## config.mk

```make
export PLATFORM = sky130hd
export DESIGN_NAME = lcdSubsystem
export DESIGN_NICKNAME = d
export VERILOG_FILES = /design/src/lcdPkg.sv /design/src/displayController.sv /design/src/frameBuffer.sv /design/src/hostPort.sv /design/src/lcdSubsystem.sv /design/src/memArbiter.sv /design/src/scanoutReader.sv
export VERILOG_INCLUDE_DIRS = /design/src
export SDC_FILE = /design/constraint.sdc
export NUM_CORES = 1
export LEC_CHECK = 0
export BUFFER_PORTS_ARGS = -buffer_cell sky130_fd_sc_hd__buf_2
export CAP_MARGIN = 20
export CORE_ASPECT_RATIO = 0.9
export CORE_MARGIN = 2
export CORE_UTILIZATION = 63
export CTS_CLUSTER_SIZE = 40
export DETAILED_ROUTE_END_ITERATION = 7
export HOLD_SLACK_MARGIN = 0.1
export PLACE_DENSITY = 0.8
export SYNTH_ARGS = -nofsm -noshare
export SYNTH_HDL_FRONTEND = slang
export SYNTH_SLANG_ARGS = --single-unit
```

## constraint.sdc

```tcl
create_clock -name aclk -period 4.49 [get_ports aclk]
set_clock_uncertainty 0.1 [all_clocks]
set_input_delay 0.898 -clock aclk [delete_from_list [all_inputs] [get_ports aclk]]
set_output_delay 0.898 -clock aclk [all_outputs]
set_load 0.005 [all_outputs]
```

## src/lcdSubsystem_defines.svh

```systemverilog
// LCD subsystem parameters
`ifndef LCD_SUBSYSTEM_DEFINES_SVH
`define LCD_SUBSYSTEM_DEFINES_SVH

// Extra aclk cycles per bus tick, 0 gives one tick per cycle
`define LCD_CLOCK_DIV 0

// 1 selects landscape rotation and windows, 0 selects portrait
`define LCD_LANDSCAPE 0

// Frame buffer geometry, kept small for simulation
`define FB_WIDTH 8
`define FB_HEIGHT 4

// Must cover FB_WIDTH * FB_HEIGHT pixels
`define FB_ADDR_WIDTH 5

`endif

```

## src/lcdPkg.sv

```systemverilog
// LCD subsystem types
`include "lcdSubsystem_defines.svh"

package lcdPkg;

    // RGB565, red in the upper bits so the high byte goes out first
    typedef struct packed {
        logic [4:0] red;
        logic [5:0] green;
        logic [4:0] blue;
    } pixel_t;

    // One frame buffer access
    typedef struct packed {
        logic                      req;
        logic                      write;
        logic [`FB_ADDR_WIDTH-1:0] addr;
        pixel_t                    wdata;
    } memReq_t;

    // Pixel stream word, last marks the final pixel of a frame
    typedef struct packed {
        pixel_t pixel;
        logic   last;
    } stream_t;

    typedef enum logic [1:0] {
        INIT,
        STREAM_HIGH,
        STREAM_LOW
    } lcdState_e;

    typedef enum logic {
        HOST,
        SCAN
    } master_e;

endpackage

```

## src/displayController.sv

```systemverilog
// ILI9341 8080 display controller
`timescale 1ns/10ps
`include "lcdSubsystem_defines.svh"

module displayController
(
    input  logic             aclk,
    input  logic             resetn,
    input  logic             streamValid,
    output logic             streamReady,
    input  lcdPkg::stream_t  stream,
    output logic [7:0]       lcdData,
    output logic             lcdWr,
    output logic             lcdCs,
    output logic             lcdDc
);
    import lcdPkg::*;

    localparam int INIT_SIZE = 37;
    localparam int DIV_WIDTH = $clog2(`LCD_CLOCK_DIV + 2);

    // Orientation dependent entries
    localparam logic [7:0] MADCTL      = `LCD_LANDSCAPE ? 8'h28 : 8'h08;
    localparam logic [7:0] COL_END_HI  = `LCD_LANDSCAPE ? 8'h01 : 8'h00;
    localparam logic [7:0] COL_END_LO  = `LCD_LANDSCAPE ? 8'h3F : 8'hEF;
    localparam logic [7:0] PAGE_END_HI = `LCD_LANDSCAPE ? 8'h00 : 8'h01;
    localparam logic [7:0] PAGE_END_LO = `LCD_LANDSCAPE ? 8'hEF : 8'h3F;

    // Each entry is {dc, byte}, dc low for a command
    localparam logic [8:0] INIT_TABLE [INIT_SIZE] = '{
        {1'b0, 8'h01}, {1'b1, 8'h00},
        {1'b0, 8'h28}, {1'b1, 8'h00},
        {1'b0, 8'hC0}, {1'b1, 8'h23},
        {1'b0, 8'hC1}, {1'b1, 8'h10},
        {1'b0, 8'hC5}, {1'b1, 8'h2B}, {1'b1, 8'h2B},
        {1'b0, 8'hC7}, {1'b1, 8'hC0},
        {1'b0, 8'h36}, {1'b1, MADCTL},
        {1'b0, 8'h3A}, {1'b1, 8'h55},
        {1'b0, 8'hB1}, {1'b1, 8'h00}, {1'b1, 8'h1B},
        {1'b0, 8'hB7}, {1'b1, 8'h07},
        {1'b0, 8'h11}, {1'b1, 8'h00},
        {1'b0, 8'h29}, {1'b1, 8'h00},
        {1'b0, 8'h2A}, {1'b1, 8'h00}, {1'b1, 8'h00}, {1'b1, COL_END_HI}, {1'b1, COL_END_LO},
        {1'b0, 8'h2B}, {1'b1, 8'h00}, {1'b1, 8'h00}, {1'b1, PAGE_END_HI}, {1'b1, PAGE_END_LO},
        {1'b0, 8'h2C}
    };

    lcdState_e            state;
    logic [5:0]           initIdx;
    logic [DIV_WIDTH-1:0] divCnt;
    logic                 tick;
    pixel_t               pixelReg;
    logic                 pixelValid;

    assign tick        = (divCnt == DIV_WIDTH'(`LCD_CLOCK_DIV));
    assign streamReady = (state != INIT) && !pixelValid;

    always_ff @(posedge aclk)
    begin
        if (!resetn)
        begin
            state      <= INIT;
            initIdx    <= '0;
            divCnt     <= '0;
            pixelValid <= 1'b0;
            lcdData    <= '0;
            lcdWr      <= 1'b1;
            lcdCs      <= 1'b1;
            lcdDc      <= 1'b1;
        end
        else
        begin
            lcdCs  <= 1'b0;
            divCnt <= tick ? '0 : divCnt + 1'b1;

            if (streamValid && streamReady)
            begin
                pixelReg   <= stream.pixel;
                pixelValid <= 1'b1;
            end

            // wr falls on one tick and rises on the next
            if (tick)
            begin
                case (state)
                    INIT:
                    begin
                        if (lcdWr)
                        begin
                            {lcdDc, lcdData} <= INIT_TABLE[initIdx];
                            lcdWr            <= 1'b0;
                            initIdx          <= initIdx + 1'b1;
                        end
                        else
                        begin
                            lcdWr <= 1'b1;
                            if (initIdx == 6'(INIT_SIZE))
                            begin
                                state <= STREAM_HIGH;
                            end
                        end
                    end
                    STREAM_HIGH:
                    begin
                        if (lcdWr)
                        begin
                            // Bus idles high until a pixel is latched
                            if (pixelValid)
                            begin
                                lcdDc   <= 1'b1;
                                lcdData <= pixelReg[15:8];
                                lcdWr   <= 1'b0;
                            end
                        end
                        else
                        begin
                            lcdWr <= 1'b1;
                            state <= STREAM_LOW;
                        end
                    end
                    STREAM_LOW:
                    begin
                        if (lcdWr)
                        begin
                            lcdData <= pixelReg[7:0];
                            lcdWr   <= 1'b0;
                        end
                        else
                        begin
                            lcdWr      <= 1'b1;
                            pixelValid <= 1'b0;
                            state      <= STREAM_HIGH;
                        end
                    end
                    default:
                    begin
                        state <= INIT;
                    end
                endcase
            end
        end
    end

    // A low phase spans exactly one tick
    wrLowOneTick: assert property (@(posedge aclk) disable iff (!resetn)
        $fell(lcdWr) |-> !lcdWr [*(`LCD_CLOCK_DIV + 1)] ##1 lcdWr);

endmodule

```

## src/frameBuffer.sv

```systemverilog
// Frame buffer memory
`timescale 1ns/10ps
`include "lcdSubsystem_defines.svh"

module frameBuffer
(
    input  logic             aclk,
    input  lcdPkg::memReq_t  memReq,
    output lcdPkg::pixel_t   rdata
);
    import lcdPkg::*;

    localparam int DEPTH = 2 ** `FB_ADDR_WIDTH;

    pixel_t mem [0:DEPTH-1];

    // Single port, a request is either a write or a read
    always_ff @(posedge aclk)
    begin
        if (memReq.req)
        begin
            if (memReq.write)
            begin
                mem[memReq.addr] <= memReq.wdata;
            end
            else
            begin
                // Read data shows up the cycle after the grant
                rdata <= mem[memReq.addr];
            end
        end
    end

endmodule

```

## src/hostPort.sv

```systemverilog
// Host write port
`timescale 1ns/10ps
`include "lcdSubsystem_defines.svh"

module hostPort
(
    input  logic                      aclk,
    input  logic                      resetn,
    input  logic                      hostWrite,
    input  logic [`FB_ADDR_WIDTH-1:0] hostAddr,
    input  lcdPkg::pixel_t            hostPixel,
    input  logic                      grant,
    output logic                      busy,
    output lcdPkg::memReq_t           memReq
);
    import lcdPkg::*;

    logic                      pending;
    logic [`FB_ADDR_WIDTH-1:0] addrReg;
    pixel_t                    pixelReg;

    always_ff @(posedge aclk)
    begin
        if (!resetn)
        begin
            pending <= 1'b0;
        end
        else if (pending)
        begin
            // Strobes are dropped while a write is waiting
            if (grant)
            begin
                pending <= 1'b0;
            end
        end
        else if (hostWrite)
        begin
            pending  <= 1'b1;
            addrReg  <= hostAddr;
            pixelReg <= hostPixel;
        end
    end

    assign busy   = pending;
    assign memReq = '{req: pending, write: 1'b1, addr: addrReg, wdata: pixelReg};

endmodule

```

## src/lcdSubsystem.sv

```systemverilog
// LCD subsystem top level
`timescale 1ns/10ps
`include "lcdSubsystem_defines.svh"

module lcdSubsystem
(
    input  logic                      aclk,
    input  logic                      resetn,
    input  logic                      hostWrite,
    input  logic [`FB_ADDR_WIDTH-1:0] hostAddr,
    input  lcdPkg::pixel_t            hostPixel,
    output logic                      hostBusy,
    output logic [7:0]                lcdData,
    output logic                      lcdWr,
    output logic                      lcdCs,
    output logic                      lcdDc
);
    import lcdPkg::*;

    memReq_t hostReq;
    memReq_t scanReq;
    memReq_t memReq;
    logic    hostGrant;
    logic    scanGrant;
    pixel_t  rdata;
    logic    streamValid;
    logic    streamReady;
    stream_t stream;

    frameBuffer uFrameBuffer
    (
        .aclk   (aclk),
        .memReq (memReq),
        .rdata  (rdata)
    );

    memArbiter uMemArbiter
    (
        .aclk      (aclk),
        .resetn    (resetn),
        .hostReq   (hostReq),
        .scanReq   (scanReq),
        .hostGrant (hostGrant),
        .scanGrant (scanGrant),
        .memReq    (memReq)
    );

    hostPort uHostPort
    (
        .aclk      (aclk),
        .resetn    (resetn),
        .hostWrite (hostWrite),
        .hostAddr  (hostAddr),
        .hostPixel (hostPixel),
        .grant     (hostGrant),
        .busy      (hostBusy),
        .memReq    (hostReq)
    );

    scanoutReader uScanoutReader
    (
        .aclk        (aclk),
        .resetn      (resetn),
        .grant       (scanGrant),
        .rdata       (rdata),
        .memReq      (scanReq),
        .streamValid (streamValid),
        .streamReady (streamReady),
        .stream      (stream)
    );

    displayController uDisplayController
    (
        .aclk        (aclk),
        .resetn      (resetn),
        .streamValid (streamValid),
        .streamReady (streamReady),
        .stream      (stream),
        .lcdData     (lcdData),
        .lcdWr       (lcdWr),
        .lcdCs       (lcdCs),
        .lcdDc       (lcdDc)
    );

endmodule

```

## src/memArbiter.sv

```systemverilog
// Frame buffer arbiter
`timescale 1ns/10ps

module memArbiter
(
    input  logic             aclk,
    input  logic             resetn,
    input  lcdPkg::memReq_t  hostReq,
    input  lcdPkg::memReq_t  scanReq,
    output logic             hostGrant,
    output logic             scanGrant,
    output lcdPkg::memReq_t  memReq
);
    import lcdPkg::*;

    master_e lastWinner;

    // Alternate on contention, otherwise serve whoever asks
    always_comb
    begin
        hostGrant = 1'b0;
        scanGrant = 1'b0;
        if (hostReq.req && scanReq.req)
        begin
            if (lastWinner == HOST)
            begin
                scanGrant = 1'b1;
            end
            else
            begin
                hostGrant = 1'b1;
            end
        end
        else
        begin
            hostGrant = hostReq.req;
            scanGrant = scanReq.req;
        end
    end

    // With no grant neither request is active, so req is low here too
    assign memReq = hostGrant ? hostReq : scanReq;

    always_ff @(posedge aclk)
    begin
        if (!resetn)
        begin
            lastWinner <= SCAN;
        end
        else if (hostGrant)
        begin
            lastWinner <= HOST;
        end
        else if (scanGrant)
        begin
            lastWinner <= SCAN;
        end
    end

    grantsExclusive: assert property (@(posedge aclk) disable iff (!resetn)
        !(hostGrant && scanGrant));

    // A held host write is served by the next cycle at the latest
    hostNotStarved: assert property (@(posedge aclk) disable iff (!resetn)
        hostReq.req |-> ##[0:1] hostGrant);

endmodule

```

## src/scanoutReader.sv

```systemverilog
// Raster scanout reader
`timescale 1ns/10ps
`include "lcdSubsystem_defines.svh"

module scanoutReader
(
    input  logic             aclk,
    input  logic             resetn,
    input  logic             grant,
    input  lcdPkg::pixel_t   rdata,
    output lcdPkg::memReq_t  memReq,
    output logic             streamValid,
    input  logic             streamReady,
    output lcdPkg::stream_t  stream
);
    import lcdPkg::*;

    localparam int FRAME_PIXELS = `FB_WIDTH * `FB_HEIGHT;
    localparam logic [`FB_ADDR_WIDTH-1:0] LAST_ADDR = `FB_ADDR_WIDTH'(FRAME_PIXELS - 1);

    logic [`FB_ADDR_WIDTH-1:0] addrReg;
    logic                      inFlight;
    stream_t                   streamReg;

    always_ff @(posedge aclk)
    begin
        if (!resetn)
        begin
            addrReg     <= '0;
            inFlight    <= 1'b0;
            streamValid <= 1'b0;
        end
        else
        begin
            if (grant)
            begin
                inFlight <= 1'b1;
            end
            // Memory answers one cycle after the grant
            if (inFlight)
            begin
                inFlight        <= 1'b0;
                streamValid     <= 1'b1;
                streamReg.pixel <= rdata;
                streamReg.last  <= (addrReg == LAST_ADDR);
                addrReg         <= (addrReg == LAST_ADDR) ? '0 : addrReg + 1'b1;
            end
            else if (streamValid && streamReady)
            begin
                streamValid <= 1'b0;
            end
        end
    end

    // Only one pixel in flight, ask again once the output register drains
    assign memReq = '{req: !streamValid && !inFlight, write: 1'b0, addr: addrReg, wdata: '0};
    assign stream = streamReg;

    streamHeld: assert property (@(posedge aclk) disable iff (!resetn)
        streamValid && !streamReady |=> streamValid && $stable(stream));

endmodule

```

# Word level (Yosys, flattened, before mapping)
# Memory sizes are Yosys's and may differ from the RTL's. A register that Yosys moved wholly into a read port is not among the register bits.
# Cells that the tools add are included.
# W data, S select, Z words.
word_totals:
  register_bits: 83
  input_bits: 24
  mem_bits_ro: 576
  ramBits: 512
  latch_bits: 0
  word_cells: 114
  mem_count: 2
  out_inout_bits: 12
op_classes:
  reduce_logical: 26
  mux: 42
  shifts: 0
  eq_ne: 12
  order_cmp: 1
  bitwise_logic: 5
  n_mul: 0
  n_div: 0
  n_addsub: 3
mem_list:
  columns: ["memory", "words", "width", "rd", "rd_ports_with_merged_regs", "write_ports", "line_no", "rtl"]
  rows:
  - ["(name not given)", 64, 9, 1, 0, 0, "displayController.sv:90", "{lcdDc, lcdData} <= INIT_TABLE[initIdx];"]
  - ["uFrameBuffer.mem", 32, 16, 1, 1, 1, "frameBuffer.sv:15", "pixel_t mem [0:DEPTH-1];"]
op_table:
  columns: ["operator", "count"]
  rows:
  - ["$mux W8", 4]
  - ["$mux W1", 26]
  - ["$pmux W8 S3", 1]
  - ["$mux W23", 1]
  - ["$mux W9", 2]
  - ["$ne A2 B1 Y1 const B", 5]
  - ["$reduce_and A2 Y1", 5]
  - ["$reduce_and A5 Y1", 2]
  - ["$reduce_bool A2 Y1", 5]
  - ["$mux W2", 4]
  - ["$ge A7 B7 Y1 const B", 1]
  - ["$not A6 Y7", 1]
  - ["$add A6 B1 Y6 const B", 1]
  - ["$eq A6 B6 Y1 const B", 1]
  - ["$ne A2 B2 Y1 const B", 3]
  - ["$pmux W2 S3", 1]
  - ["$reduce_and A3 Y1", 2]
  - ["$reduce_and A6 Y1", 1]
  - ["$add A5 B1 Y5 const B", 1]
  - ["$eq A5 B5 Y1 const B", 1]
  - ["$mux W5", 1]
  - ["$logic_and A1 B1 Y1", 4]
  - ["$not A1 Y1", 4]
  - ["$pmux W1 S2", 2]
  - ["other kinds (7)", 10]

# Longest topological paths before layout
depth:
  depth_word: 8
  mapped_depth: 10

# Cells and area by module
# Synthesis repeated with hierarchy kept, for this count alone.
hier_totals:
  cells_unflattened: 1454
  area_unflattened_um2: 24627.4
by_module_without_submodules:
  columns: ["mod", "instances", "area_per_inst_um2", "seq_area_each_um2", "cells_each"]
  rows:
  - ["frameBuffer", 1, 20264.4, 15855.2, 1089]
  - ["displayController", 1, 2277.2, 900.9, 235]
  - ["scanoutReader", 1, 969.7, 650.6, 68]
  - ["hostPort", 1, 699.4, 650.6, 30]
  - ["memArbiter", 1, 416.6, 20.0, 32]

# Worst setup path before layout
# Ideal clock, no wire load.
synth_timing:
  kind: "reg-to-reg"
  startpoint: "register uHostPort.pending (netlist: uHostPort.busy)"
  endpoint: "memory uFrameBuffer.mem[30][0] (netlist name) (enable)"
  t_required_ns: 3.977
  t_arrival_ns: 3.012
  period_less_slack_ns: 3.524
  path_slack_ns: 0.966
  path_stages_with_launch: 9
  n_path_buf: 5
  path_cell_list: "dfxtp_1 o31a_1 buf_6 buf_6 buf_2 buf_2 clkbuf_1 nand4_1 nor3b_1"
synth_via:
  elab_chain_cells: 6
synth_rtl:
  columns: ["item", "line_no", "rtl"]
  rows:
  - ["from (decl)", "hostPort.sv:18", "logic pending;"]
  - ["from (signal assigned)", "hostPort.sv:26", "pending <= 1'b0;"]
  - ["from (signal assigned)", "hostPort.sv:33", "pending <= 1'b0;"]
  - ["from (signal assigned)", "hostPort.sv:38", "pending <= 1'b1;"]
  - ["$logic_and A1 B1 Y1", "memArbiter.sv:23", "if (hostReq.req && scanReq.req)"]
  - ["$mux W1", "memArbiter.sv:23", null]
  - ["$mux W23 *", "memArbiter.sv:42", "assign memReq = hostGrant ? hostReq : scanReq;"]
  - ["$mux W1", "frameBuffer.sv:22", "if (memReq.write)"]
  - ["$mux W1", "frameBuffer.sv:20", "if (memReq.req)"]
  - ["$mux W1 (implied by the code)", "frameBuffer.sv:24", "mem[memReq.addr] <= memReq.wdata;"]
  - ["to (decl)", "frameBuffer.sv:15", null]
# Every way passes the cells marked *; elsewhere a longest branch is shown, timed or not.

# Final worst setup path
layout_timing:
  startpoint: "register uScanoutReader.inFlight"
  endpoint: "register uFrameBuffer.rdata[12] (netlist name)"
layout_via:
  elab_chain_cells: 7
layout_rtl:
  columns: ["item", "line_no", "rtl"]
  rows:
  - ["from (decl)", "scanoutReader.sv:22", "logic inFlight;"]
  - ["from (signal assigned)", "scanoutReader.sv:30", "inFlight <= 1'b0;"]
  - ["from (signal assigned)", "scanoutReader.sv:37", "inFlight <= 1'b1;"]
  - ["from (signal assigned)", "scanoutReader.sv:42", "inFlight <= 1'b0;"]
  - ["$logic_not A1 Y1 *", "scanoutReader.sv:56", "assign memReq = '{req: !streamValid && !inFlight, write: 1'b0, addr: addrReg, wdata: '0};"]
  - ["$logic_and A1 B1 Y1 *", "scanoutReader.sv:56", null]
  - ["$logic_and A1 B1 Y1", "memArbiter.sv:23", null]
  - ["$mux W1", "memArbiter.sv:23", null]
  - ["$mux W23 *", "memArbiter.sv:42", null]
  - ["$not A1 Y1 (no line)", null, null]
  - ["$reduce_and A2 Y1 (no line)", null, null]
# Marks and branches as above.
# A chain may end at the register's enable or synchronous reset.

==> results.py <==
metrics = {
    "power": {
        "vdd_drop_max_mv": 0.382,
        "p_total_mw": 12.5,
        "power.leakage_nw": 9.51,
        "power_density_nw_per_um2": 416,
    },
    "sta": {
        "final_hold_viol_count": 0,
        "fin_crit_ns": 4.25,
        "worst_pin_slew_ns": 1.17,
        "rsz0062_at_grt": "no",
        "post-route-period-util_pct": 94.6,
        "relSlewSlack_pct": 19.9,
        "setup_viol": 0,
        "drv_slew": 0,
        "holdWs_ns": 0.316,
        "fin_setup_tns_ns": 0,
        "max_freq_mhz": 235,
    },
    "global_routing": {
        "antenna_found_initial": 5,
        "grt_pass1_wl_um": 117000,
        "grt_max_degree": 123,
        "grt_overflow": 0,
        "grt_usage_pct": 35.5,
        "grt_pass1_vias": 18000,
    },
    "synthesis": {
        "ys_warn_count": 0,
        "synth_fp_nets": 1900,
        "syn_area_um2": 26900,
        "async_flop_share_pct": 0,
        "synth_seq_area_share_pct": 67.1,
        "synth_top_area_cell": "edfxtp_1",
        "synth_top_area_share_pct": 64.8,
        "synth_edf_count": 581,
        "syn-mean-instance-area_um2": 14.5,
        "synth_cell_types": 60,
        "synth_area_leaders": "edfxtp_1 (65%), a2111oi_0 (6.7%), o211ai_1 (5.4%)",
        "ys_ff_latch": 611,
        "synthFlopType": "edfxtp_1",
        "syn_inst": 1858,
    },
    "run_status": {
        "outcome": "finished with violations",
        "violations": "design-rule violations",
    },
    "critical_path": {
        "crit_required_ns": 4.71,
        "cpMaxStageDelayCell": "a2111oi_0",
        "max_stage_delay_ns": 1.02,
        "startpoint_type": "flip-flop",
        "cp_max_fo": 27,
        "critPathKind": "reg2reg",
        "endpoint_kind": "flip-flop",
        "crit_chain": "o31a_2, mux2_4, buf_4, a2111oi_0, a2111oi_0, buf_4, nand4_1",
        "cp_data_arrival_time_ns": 4.47,
    },
    "final_layout": {
        "syn2layout_area_growth_pct": 11.5,
        "final_common_cell": "edfxtp_1",
        "stdcell_area_um2": 30000,
        "layout_common_cells": "edfxtp_1 (581), a2111oi_0 (206), o211ai_1 (193)",
        "fillers": 2571,
        "drive_gt1_share_pct": 18.2,
        "nets": 1914,
        "post-route-util_pct": 71.6,
    },
    "drt": {
        "drc": 2,
        "dr.pass1.iters": 8,
        "drt_iter0_drc": 3463,
        "viasPerCell": 7.77,
        "drt_wl_total_um": 79200,
        "wl_per_cell_um": 32.1,
        "vias": 19200,
        "postRouteAntennaNets": 0,
    },
    "cts": {
        "cts_root_buf": "clkbuf_16",
        "htreeDepth": 2,
        "cts_setup_buffers": 0,
        "clk_path_buf_depth": 3,
        "cts_tree": "built",
        "clkSinkCount": 611,
        "post_cts_resized": 0,
        "cts_buffers": 58,
        "clock_latency_ns": 0.63,
        "clk_pin_slew_worst_paths_ns": 0.06,
        "postCtsHoldBufs": 0,
    },
    "flow_run": {
        "maxCapViolCount": 0,
    },
    "placed_design": {
        "dp_hpwl_um": 45300,
        "portBuffers": 35,
        "gp_congestion": 0.958,
        "dpl_cell_area_um2": 28100,
    },
    "floorplanning": {
        "dieWidth_um": 222,
        "die_y_um": 200,
        "initial_utilization_pct": 64.2,
        "dieArea_um2": 44400,
        "num_io_pins": 36,
        "rows": 71,
        "core_um2": 41900,
    },
    "hold_path": {
        "hp-class": "reg2reg",
    },
}
-- routing by layer --
metal	wire, um	part of all wire, %	track usage, %
met2	35700	45	55.0
met1	28400	36	48.6
met3	11600	15	9.18
met5	24	0.030	0
met4	3500	4.4	15.0
-- critical path, delay by kind of cell (launching register included) --
kind	cells	cell delay, ns
AO/OA/AOI/OAI	3	1.87
flip-flops	1	0.62
multiplexers	1	0.57
AND/OR/NAND/NOR	1	0.11
buffers and inverters	2	0.64
-- layout make-up --
class	instances	area (um^2)	share of cell area [%]
Sequential cell	611	18000	60.1
Multi-Input combinational cell	1008	7920	26.4
Antenna cell	1	2.50	0.00834
Tap cell	547	684	2.28
Clock inverter	36	372	1.24
Inverter	15	61.3	0.204
Timing Repair Buffer	178	1410	4.69
Clock buffer	72	1510	5.05
-- sequential cells by signal, indices dropped and copies added, names as in the netlist --
signal	cells
uHostPort.addrReg	5
uDisplayController.pixelValid	1
uFrameBuffer.mem	512
uDisplayController.initIdx	6
uDisplayController.lcdDc	1
uDisplayController.lcdWr	1
uDisplayController.pixelReg	16
uHostPort.busy	1
uHostPort.memReq	16
uDisplayController.divCnt	1
uDisplayController.lcdCs	1
uScanoutReader.stream	16
uDisplayController.state	2
uDisplayController.lcdData	8
uMemArbiter.lastWinner	1
uScanoutReader.inFlight	1
uScanoutReader.streamValid	1
uScanoutReader.addrReg	5
uFrameBuffer.rdata	16
-- power by group --
group	leakage (nW)	switching (mW)	internal, mW
clock network	0.919	2.12	2.79
logic	3.03	0.785	0.355
registers	5.56	0.0923	6.33
-- cells by family (layout without fill, tap and decap cells) --
kind of cell / count (synthesis) / in the layout / synth area share, %
DFF: 611 / 611 / 67.1
AOI/OAI and AO/OA: 718 / 718 / 20.7
muxes: 85 / 85 / 3.85
xor gates and xnor gates: 5 / 5 / 0.163
other: 1 / 2 / 0.0139
buffers and inverters: 239 / 301 / 3.77
and+or+nand+nor: 181 / 181 / 3.61
adders and majority gates: 18 / 18 / 0.837
-- metrics by stage --
stage,instances,worst slack [ns]
6_report,2468,0.243
5_1_grt,2467,0.245
4_1_cts,2461,0.418
3_5_place_dp,2353,0.451
3_3_place_gp,2349,0.466
2_1_floorplan,1858,0.966
-- worst paths after layout --
kind | endpoint | slack [ns] | start | cells after the start
worst max-delay path | uFrameBuffer.rdata[12] | 0.24 | uScanoutReader.inFlight | 7
worst min register to register | uDisplayController.pixelReg[4] | 0.32 | uScanoutReader.stream[5] | 0
worst min-delay path | uDisplayController.pixelReg[4] | 0.32 | uScanoutReader.stream[5] | 0
worst max register to register | uFrameBuffer.rdata[12] | 0.24 | uScanoutReader.inFlight | 7
-- synth_stat cells, types with 4 or more instances --
| library cell | number |
|---|---|
| edfxtp_1 | 581 |
| a2111oi_0 | 206 |
| o211ai_1 | 193 |
| o31ai_1 | 192 |
| clkbuf_1 | 150 |
| mux2_2 | 64 |
| nor2_1 | 58 |
| a211oi_1 | 52 |
| buf_2 | 51 |
| dfxtp_1 | 30 |
| nand2_1 | 23 |
| o21ai_0 | 22 |
| a21oi_1 | 20 |
| nand4_1 | 20 |
| and2_1 | 18 |
| ha_1 | 18 |
| inv_1 | 15 |
| nor3_1 | 15 |
| buf_1 | 12 |
| nand2b_1 | 10 |
| nor2b_1 | 10 |
| mux2i_1 | 9 |
| a22o_1 | 7 |
| a31oi_1 | 7 |
| buf_4 | 6 |
| nand3b_1 | 6 |
| buf_6 | 4 |
| mux2i_4 | 4 |
| nor3b_1 | 4 |
(Power assumes the default switching activity.)
